**src/hw/rename_pkg.sv**
```systemverilog
`default_nettype none

package rename_pkg;

  localparam int arch_regs = 32;
  localparam int phys_regs = 64;
  localparam int free_depth = phys_regs - arch_regs;
  localparam int issue_width = 2;

  typedef logic [$clog2(arch_regs)-1:0] arch_idx_t;
  typedef logic [$clog2(phys_regs)-1:0] phys_tag_t;

  // slot index with one wrap bit on top.
  typedef logic [$clog2(free_depth):0] fl_ptr_t;

  // has_dest is only set for a nonzero dest.
  typedef struct packed {
    logic      has_dest;
    arch_idx_t dest;
    arch_idx_t src1;
    arch_idx_t src2;
  } decoded_inst_t;

  typedef struct packed {
    logic      has_dest;
    arch_idx_t dest;
    phys_tag_t new_tag;
    phys_tag_t old_tag;
  } retire_slot_t;

  typedef struct packed {
    phys_tag_t src1_tag;
    phys_tag_t src2_tag;
    phys_tag_t old_tag;
  } lookup_t;

  typedef struct packed {
    logic      en;
    arch_idx_t dest;
    phys_tag_t tag;
  } map_write_t;

  typedef struct packed {
    logic      has_dest;
    phys_tag_t new_tag;
    phys_tag_t src1_tag;
    phys_tag_t src2_tag;
    phys_tag_t old_tag;
  } renamed_inst_t;

endpackage

`default_nettype wire

```
**src/hw/free_list.sv**
```systemverilog
`timescale 1ns/1ns
`default_nettype none

module free_list (
  input  logic                                                     clock,
  input  logic                                                     reset,
  input  logic                                                     rollback,
  input  logic                                                     accept,
  input  rename_pkg::decoded_inst_t [rename_pkg::issue_width-1:0]  inst,
  input  logic                      [rename_pkg::issue_width-1:0]  retire_en,
  input  rename_pkg::retire_slot_t  [rename_pkg::issue_width-1:0]  retire,
  output rename_pkg::phys_tag_t     [rename_pkg::issue_width-1:0]  new_tag,
  output logic                                                     ready
);

  import rename_pkg::*;

  localparam int slot_bits = $clog2(free_depth);

  phys_tag_t tag_table [free_depth];

  fl_ptr_t alloc_ptr;
  fl_ptr_t alloc_ptr_1;
  fl_ptr_t ins_ptr;
  fl_ptr_t ins_ptr_1;
  fl_ptr_t ins_next;
  fl_ptr_t free_count;
  fl_ptr_t need;
  logic    release_0;
  logic    release_1;

  // tags wanted by this pair.
  assign need = fl_ptr_t'(inst[0].has_dest) + fl_ptr_t'(inst[1].has_dest);

  // wrap bits keep a full list apart from an empty one.
  assign free_count = ins_ptr - alloc_ptr;
  assign ready = free_count >= need;

  // slot 1 takes the next entry only when slot 0 also allocates.
  assign alloc_ptr_1 = alloc_ptr + fl_ptr_t'(inst[0].has_dest);

  assign new_tag[0] = tag_table[alloc_ptr[slot_bits-1:0]];
  assign new_tag[1] = tag_table[alloc_ptr_1[slot_bits-1:0]];

  // slot 1 retires only together with slot 0.
  assign release_0 = retire_en[0] && retire[0].has_dest;
  assign release_1 = (&retire_en) && retire[1].has_dest;

  assign ins_ptr_1 = ins_ptr + fl_ptr_t'(release_0);
  assign ins_next = ins_ptr_1 + fl_ptr_t'(release_1);

  always_ff @(posedge clock) begin
    if (reset) begin
      for (int i = 0; i < free_depth; i++) begin
        tag_table[i] <= phys_tag_t'(arch_regs + i);
      end
    end else begin
      if (release_0) begin
        tag_table[ins_ptr[slot_bits-1:0]] <= retire[0].old_tag;
      end
      if (release_1) begin
        tag_table[ins_ptr_1[slot_bits-1:0]] <= retire[1].old_tag;
      end
    end
  end

  always_ff @(posedge clock) begin
    if (reset) begin
      alloc_ptr <= '0;
      ins_ptr <= fl_ptr_t'(free_depth);
    end else begin
      ins_ptr <= ins_next;
      if (rollback) begin
        // every in-flight tag comes back, so the list is full again.
        alloc_ptr <= {~ins_next[slot_bits], ins_next[slot_bits-1:0]};
      end else if (accept) begin
        alloc_ptr <= alloc_ptr + need;
      end
    end
  end

endmodule

`default_nettype wire

```
**src/hw/map_table.sv**
```systemverilog
`timescale 1ns/1ns
`default_nettype none

module map_table (
  input  logic                                                     clock,
  input  logic                                                     reset,
  input  logic                                                     rollback,
  input  rename_pkg::decoded_inst_t [rename_pkg::issue_width-1:0]  inst,
  input  rename_pkg::map_write_t    [rename_pkg::issue_width-1:0]  map_wr,
  input  logic                      [rename_pkg::issue_width-1:0]  retire_en,
  input  rename_pkg::retire_slot_t  [rename_pkg::issue_width-1:0]  retire,
  output rename_pkg::lookup_t       [rename_pkg::issue_width-1:0]  lookup
);

  import rename_pkg::*;

  phys_tag_t spec_map [arch_regs];
  phys_tag_t arch_map [arch_regs];
  phys_tag_t arch_next [arch_regs];

  // both slots read the speculative map as it stands.
  always_comb begin
    for (int i = 0; i < issue_width; i++) begin
      lookup[i].src1_tag = spec_map[inst[i].src1];
      lookup[i].src2_tag = spec_map[inst[i].src2];
      lookup[i].old_tag = spec_map[inst[i].dest];
    end
  end

  // committed map including this cycle's retirements.
  always_comb begin
    arch_next = arch_map;
    if (retire_en[0] && retire[0].has_dest) begin
      arch_next[retire[0].dest] = retire[0].new_tag;
    end
    if ((&retire_en) && retire[1].has_dest) begin
      arch_next[retire[1].dest] = retire[1].new_tag;
    end
  end

  always_ff @(posedge clock) begin
    if (reset) begin
      for (int i = 0; i < arch_regs; i++) begin
        arch_map[i] <= phys_tag_t'(i);
      end
    end else begin
      arch_map <= arch_next;
    end
  end

  always_ff @(posedge clock) begin
    if (reset) begin
      for (int i = 0; i < arch_regs; i++) begin
        spec_map[i] <= phys_tag_t'(i);
      end
    end else if (rollback) begin
      spec_map <= arch_next;
    end else begin
      // later slot overrides, so slot 1 wins a shared dest.
      for (int i = 0; i < issue_width; i++) begin
        if (map_wr[i].en) begin
          spec_map[map_wr[i].dest] <= map_wr[i].tag;
        end
      end
    end
  end

endmodule

`default_nettype wire

```
**src/hw/rename_merge.sv**
```systemverilog
`timescale 1ns/1ns
`default_nettype none

module rename_merge (
  input  logic                                                     clock,
  input  logic                                                     reset,
  input  logic                                                     dispatch,
  input  logic                                                     rollback,
  input  logic                                                     ready,
  input  rename_pkg::decoded_inst_t [rename_pkg::issue_width-1:0]  inst,
  input  rename_pkg::phys_tag_t     [rename_pkg::issue_width-1:0]  new_tag,
  input  rename_pkg::lookup_t       [rename_pkg::issue_width-1:0]  lookup,
  output logic                                                     accept,
  output rename_pkg::map_write_t    [rename_pkg::issue_width-1:0]  map_wr,
  output logic                                                     out_valid,
  output rename_pkg::renamed_inst_t [rename_pkg::issue_width-1:0]  out
);

  import rename_pkg::*;

  renamed_inst_t [issue_width-1:0] renamed;

  logic src1_hit;
  logic src2_hit;
  logic dest_hit;

  // rollback wins over dispatch.
  assign accept = dispatch && ready && !rollback;

  // slot 1 against slot 0's destination.
  assign src1_hit = inst[0].has_dest && (inst[1].src1 == inst[0].dest);
  assign src2_hit = inst[0].has_dest && (inst[1].src2 == inst[0].dest);
  assign dest_hit = inst[0].has_dest && inst[1].has_dest && (inst[1].dest == inst[0].dest);

  always_comb begin
    for (int i = 0; i < issue_width; i++) begin
      map_wr[i].en = accept && inst[i].has_dest;
      map_wr[i].dest = inst[i].dest;
      map_wr[i].tag = new_tag[i];
    end
  end

  always_comb begin
    renamed[0].has_dest = inst[0].has_dest;
    renamed[0].new_tag = inst[0].has_dest ? new_tag[0] : '0;
    renamed[0].src1_tag = lookup[0].src1_tag;
    renamed[0].src2_tag = lookup[0].src2_tag;
    renamed[0].old_tag = inst[0].has_dest ? lookup[0].old_tag : '0;

    renamed[1].has_dest = inst[1].has_dest;
    renamed[1].new_tag = inst[1].has_dest ? new_tag[1] : '0;
    renamed[1].src1_tag = src1_hit ? new_tag[0] : lookup[1].src1_tag;
    renamed[1].src2_tag = src2_hit ? new_tag[0] : lookup[1].src2_tag;
    if (dest_hit) begin
      renamed[1].old_tag = new_tag[0];
    end else begin
      renamed[1].old_tag = inst[1].has_dest ? lookup[1].old_tag : '0;
    end
  end

  always_ff @(posedge clock) begin
    if (reset) begin
      out_valid <= 1'b0;
    end else begin
      out_valid <= accept;
    end
  end

  // bundle holds until the next accepted pair.
  always_ff @(posedge clock) begin
    if (accept) begin
      out <= renamed;
    end
  end

endmodule

`default_nettype wire

```
**src/hw/rename_unit.sv**
```systemverilog
`timescale 1ns/1ns
`default_nettype none

module rename_unit (
  input  logic                                                     clock,
  input  logic                                                     reset,
  input  logic                                                     dispatch,
  input  rename_pkg::decoded_inst_t [rename_pkg::issue_width-1:0]  inst,
  input  logic                      [rename_pkg::issue_width-1:0]  retire_en,
  input  rename_pkg::retire_slot_t  [rename_pkg::issue_width-1:0]  retire,
  input  logic                                                     rollback,
  output logic                                                     ready,
  output logic                                                     out_valid,
  output rename_pkg::renamed_inst_t [rename_pkg::issue_width-1:0]  out
);

  import rename_pkg::*;

  logic                          accept;
  phys_tag_t  [issue_width-1:0]  new_tag;
  lookup_t    [issue_width-1:0]  lookup;
  map_write_t [issue_width-1:0]  map_wr;

  free_list u_free_list (
    .clock     (clock),
    .reset     (reset),
    .rollback  (rollback),
    .accept    (accept),
    .inst      (inst),
    .retire_en (retire_en),
    .retire    (retire),
    .new_tag   (new_tag),
    .ready     (ready)
  );

  map_table u_map_table (
    .clock     (clock),
    .reset     (reset),
    .rollback  (rollback),
    .inst      (inst),
    .map_wr    (map_wr),
    .retire_en (retire_en),
    .retire    (retire),
    .lookup    (lookup)
  );

  rename_merge u_rename_merge (
    .clock     (clock),
    .reset     (reset),
    .dispatch  (dispatch),
    .rollback  (rollback),
    .ready     (ready),
    .inst      (inst),
    .new_tag   (new_tag),
    .lookup    (lookup),
    .accept    (accept),
    .map_wr    (map_wr),
    .out_valid (out_valid),
    .out       (out)
  );

endmodule

`default_nettype wire

```
**config.mk**
```make
export PLATFORM = sky130hd
export DESIGN_NAME = rename_unit
export DESIGN_NICKNAME = d
export VERILOG_FILES = /design/src/hw/rename_pkg.sv /design/src/hw/free_list.sv /design/src/hw/map_table.sv /design/src/hw/rename_merge.sv /design/src/hw/rename_unit.sv
export SDC_FILE = /design/constraint.sdc
export NUM_CORES = 2
export LEC_CHECK = 0
export BUFFER_PORTS_ARGS = -buffer_cell sky130_fd_sc_hd__buf_2
export CORE_MARGIN = 5
export CORE_UTILIZATION = 48
export CTS_CLUSTER_DIAMETER = 150
export CTS_CLUSTER_SIZE = 16
export DETAILED_ROUTE_END_ITERATION = 10
export HOLD_SLACK_MARGIN = 0.02
export MAX_ROUTING_LAYER = met4
export SLEW_MARGIN = 20
export SYNTH_ARGS = -nofsm -noshare
export SYNTH_HDL_FRONTEND = slang
export SYNTH_SLANG_ARGS = --single-unit
```
**constraint.sdc**
```tcl
create_clock -name clock -period 5.75 [get_ports clock]
set_clock_uncertainty 0.05 [all_clocks]
set_input_delay 0.575 -clock clock [delete_from_list [all_inputs] [get_ports clock]]
set_output_delay 0.575 -clock clock [all_outputs]
set_load 0.05 [all_outputs]
```
-- Word-level counts from Yosys, hierarchy flattened
Memory sizes are Yosys's and may differ from the RTL's. A register that Yosys moved wholly into a read port is not among the register bits.
Index checks and enable logic that the tools add are counted.
- add/sub/neg operators: 6
- magnitude comparators: 13
- eq/ne operators: 3
- mux-type cells: 59
- bitwise logic cells: 9
- reduce and logical (&&, ||, !) cells: 19
- operators by type and width (kind ; count):
    192-bit 2-to-1 mux ; 7
    192-bit bitwise mux ; 4
    6-bit binary-select mux with 5-bit select ; 6
    6-bit 2-to-1 mux ; 24
    6-bit demux with 5-bit select ; 4
    6-bit >= comparator (second input constant) ; 8
    5-bit inverter with 6-bit output ; 8
    6-bit by 1-bit less-than comparator with 1-bit output (second input constant) ; 4
    5-bit 2-to-1 mux ; 4
    5-bit equality test ; 3
    1-bit logical AND ; 14
    6-bit by 1-bit adder with 6-bit output ; 2
    6-bit OR reduction ; 2
    1-bit 2-to-1 mux ; 10
    6-bit by 2-bit adder with 6-bit output ; 1
    6-bit >= comparator ; 1
    6-bit subtractor ; 1
    5-bit by 1-bit adder with 5-bit output ; 1
    1-bit by 1-bit adder with 2-bit output ; 1
    2-bit AND reduction ; 1
    2-bit nonzero test ; 1
    1-bit zero test ; 1
    1-bit inverter ; 1
- bits in registers: 447
- memory bits (writable): 192
- input bits: 74
- output and inout bits: 52
- memories: 1
- memory list (name ; depth ; width ; read ports ; clocked after Yosys merged registers in ; wr ports ; line ; text):
    u_free_list.tag_table ; 32 ; 6 ; 2 ; 1 ; 32 ; free_list.sv:20 ; phys_tag_t tag_table [free_depth];

-- Logic depth before layout (Yosys ltp)
- depth after elaboration: 12
- mapped depth: 15

-- Cells and area by module
A second synthesis with hierarchy kept.
- cell total of the unflattened synthesis: 4353
- area, all modules: 45097.0 µm²
- by module, submodules not included (module ; instances ; cells an instance ; area each (µm²)):
    map_table ; 1 ; 3045 ; 28941.5
    free_list ; 1 ; 1157 ; 13879.6
    rename_merge ; 1 ; 151 ; 2275.9

-- Least setup slack after synthesis
OpenSTA, ideal clock, no wires.
- kind: register -> register
- from: reg u_free_list.alloc_ptr[4]
- to: reg, netlist name u_rename_merge.out[0]
- arrival: 4.186 ns
- slack: 1.056 ns
- cell stages (with the launch flop): 10
- buffers on the path: 2
- cell sequence: dfxtp_1 clkbuf_1 inv_1 ha_1 or2_2 o22a_1 xor2_2 nor2_2 buf_2 nor2_1
- cells in the longest elaborated chain, start to end: 4
- ends and longest elaborated chain (item ; line ; text):
    start: declaration ; free_list.sv:22 ; fl_ptr_t alloc_ptr;
    start signal: assignment ; free_list.sv:75 ; alloc_ptr <= {~ins_next[slot_bits], ins_next[slot_bits-1:0]};
    start signal: assignment ; free_list.sv:77 ; alloc_ptr <= alloc_ptr + need;
    6-bit subtractor ; free_list.sv:36 ; assign free_count = ins_ptr - alloc_ptr;
    6-bit >= comparator ; free_list.sv:37 ; assign ready = free_count >= need;
    1-bit logical AND (2 in series) ; rename_merge.sv:28 ; assign accept = dispatch && ready && !rollback;
    via accept ; rename_unit.sv:19 ; logic accept;
The timed path passes the listed nets, and every way through them passes these cells.
A chain may end at the register's enable or synchronous reset.

-- Worst setup path in the final report
- from: reg u_free_list.ins_ptr[0]
- to: out ready
- cells in the longest elaborated chain, start to end: 2
- ends and longest elaborated chain (item ; line ; text):
    start: declaration ; free_list.sv:24 ; fl_ptr_t ins_ptr;
    start signal: assignment ; free_list.sv:70 ; ins_ptr <= fl_ptr_t'(free_depth);
    start signal: assignment ; free_list.sv:72 ; ins_ptr <= ins_next;
    6-bit subtractor ; free_list.sv:36 ;
    6-bit >= comparator ; free_list.sv:37 ;
    end: declaration ; rename_unit.sv:12 ; output logic ready,
Every way passes these cells.

==> flow_metrics.env <==
export IMPL_async_flop_share=0
export IMPL_portBuffers=125
export IMPL_place_hpwl_mm=138
export IMPL_hold_viol=0
export IMPL_cts_buffer_depth=3
export IMPL_nets=4241
export IMPL_synth_edf_count=242
export IMPL_grt_max_degree=77
export IMPL_io_pins=126
export IMPL_yosysMostFrequentCell="nand2_1"
export IMPL_firstDrtPassIters=6
export IMPL_synthTopCellsByCount="nand2_1 (481), nor2_1 (470), mux4_2 (418)"
export IMPL_maxSlewViolCount=0
export IMPL_syn_area_per_cell_um2=10.2
export IMPL_yosys_top_cells_area="mux4_2 (22%), dfxtp_1 (18%), edfxtp_1 (17%)"
export IMPL_power_density_mw_per_mm2=226
export IMPL_worst_ep_required_time_ns=5.12
export IMPL_rsz0062_at_grt="false"
export IMPL_fp_dieH_um=312
export IMPL_critPathMaxFanout=19
export IMPL_vias=38100
export IMPL_timing_setup_tns_ns=0
export IMPL_startpoint_type="register"
export IMPL_grt_first_pass_wirelength_mm=273
export IMPL_clock_sinks=644
export IMPL_max_slew_margin=0.187
export IMPL_min_path_type="in -> reg"
export IMPL_vdd_ir_drop_max_mv=0.237
export IMPL_syn_num_nets=4367
export IMPL_p_leak_uw=0.0160
export IMPL_synth_top_area_share=0.215
export IMPL_cts_tree="done"
export IMPL_worst_ep_arrival_time_ns=4.51
export IMPL_cts_root_buffer="clkbuf_16"
export IMPL_grt_remaining_overflow=0
export IMPL_syn_inst=4275
export IMPL_drcViolationCount=0
export IMPL_htree_levels=2
export IMPL_area_delta_synth_final_pct=6.59
export IMPL_initial_core_util=0.484
export IMPL_post_route_min_period_ns=5.13
export IMPL_maxCapViolations=0
export IMPL_synth_cell_types=84
export IMPL_clk_transition_reported_paths_ns=0.08
export IMPL_place_area_mm2=0.0452
export IMPL_drive_gt1_frac=0.217
export IMPL_routed_wl_mm=194
export IMPL_coreArea_mm2=0.0903
export IMPL_die_width_um=312
export IMPL_stdcell_area_mm2=0.0466
export IMPL_routedWlPerCell_um=36.2
export IMPL_setup_violations=0
export IMPL_clock_fmax_ghz=0.195
export IMPL_vias_per_cell=7.11
export IMPL_clk_latency_ns=0.67
export IMPL_place_gp_congestion=1.06
export IMPL_grt_usage=0.396
export IMPL_synth_ff_type="dfxtp_1"
export IMPL_fp_row_count=110
export IMPL_synth_seq_area_share=0.350
export IMPL_antenna_left=0
export IMPL_post_cts_buffers=0
export IMPL_cts_buffers=46
export IMPL_drtIter0Drc=5396
export IMPL_yosysTopAreaCell="mux4_2"
export IMPL_yosysWarningCount=0
export IMPL_syn_cell_area_mm2=0.0437
export IMPL_end_kind="output port"
export IMPL_fin_crit_sh=0.892
export IMPL_dieArea_mm2=0.0973
export IMPL_criticalPathCategory="reg -> out"
export IMPL_ys_ff_latch=644
export IMPL_grt_pass1_vias=35700
export IMPL_cts_hold_buf=0
export IMPL_status="complete, no violations"
export IMPL_antenna_found_initial=5
export IMPL_cts_resized=0
export IMPL_worst_slew_pin_slew_ns=1.21
-- critical path, stage by stage (launching register included) --
cell	delay (ns)
dfxtp_1	0.47
inv_1	0.15
ha_1	0.23
inv_1	0.07
fa_1	0.41
ha_1	0.30
a211oi_1	0.29
nand3_1	0.43
nor2_2	0.21
buf_4	0.34
inv_1	0.53
buf_2	0.40
-- logic make-up (layout without fill, tap and decap cells) --
logic type                 count (synthesis)  in the layout  synth area share
and+or+nand+nor                         1393           1393             0.145
DFF                                      644            644             0.350
adders and majority gates                 18             18           0.00549
xor gates and xnor gates                  38             38           0.00778
muxes                                    829            829             0.315
AOI/OAI and AO/OA                        898            898             0.133
other                                      0              7                 0
buffers and inverters                    455            353            0.0433
-- power breakdown --
part	internal [uW]	leakage (uW)	switching, uW	total [uW]
Clock	1510	0.000630	1770	3290
Combinational	709	0.0101	1550	2260
Sequential	4830	0.00533	172	5010
-- through the flow --
| step | total power, uW | util | hold slack [ns] | std cells | setup WS [ns] |
|---|---|---|---|---|---|
| global placement | 7280 | 0.501 | 0.497 | 5274 | 1.26 |
| floorplan | 6400 | - | 0.460 | 4275 | 1.06 |
| CTS | 10500 | 0.515 | 0.234 | 5346 | 0.721 |
| global route | 10800 | 0.516 | 0.256 | 5354 | 0.537 |
| detailed placement | 7280 | 0.501 | 0.504 | 5274 | 1.27 |
| finish | 10600 | 0.516 | 0.264 | 5356 | 0.618 |
-- flip-flops by register name (all words and copies together) (netlist names), named ones only --
register                  flops
u_free_list.alloc_ptr         6
u_free_list.ins_ptr           6
u_free_list.tag_table       192
u_map_table.arch_map        192
u_map_table.spec_map        192
u_rename_merge.out           50
u_rename_merge.out_valid      1
-- cell type report --
cell class                      instances  area (um^2)
Multi-Input combinational cell       3176        26700
Tap cell                             1176         1470
Clock buffer                           68         1240
Timing Repair Buffer                  243         1630
Fill cell                            8151        43700
Sequential cell                       644        15300
Antenna cell                            7         17.5
Clock inverter                          4         73.8
Inverter                               38          144
-- layer usage --
layer	track usage	vias up	share of wire
met5	-	-	0
li1	-	16000	-
met2	0.615	2613	0.46
met4	0.281	0	0.099
met1	0.457	18700	0.35
met3	0.0863	747	0.097
-- worst paths after layout --
check                            from                   endpoint  slack [ns]  depth (start not counted)
max            u_free_list.ins_ptr[0]                      ready        0.62                         11
min                          inst[15]     u_rename_merge.out[24]        0.26                          1
max reg2reg    u_free_list.ins_ptr[0]  u_map_table.spec_map[131]        1.31                         13
min reg2reg  u_map_table.arch_map[53]   u_map_table.arch_map[53]        0.52                          2
-- cell usage in the layout, fill, tap and decap left out, types with 102 or more instances in the layout --
master / instances
a21oi_1: 301
buf_2: 117
mux2i_1: 350
a211oi_1: 102
buf_4: 119
dfxtp_1: 400
nor2_1: 467
mux4_2: 418
nand2_1: 481
o21ai_0: 150
edfxtp_1: 242
No activity file was read; power rests on OpenSTA's default activity.
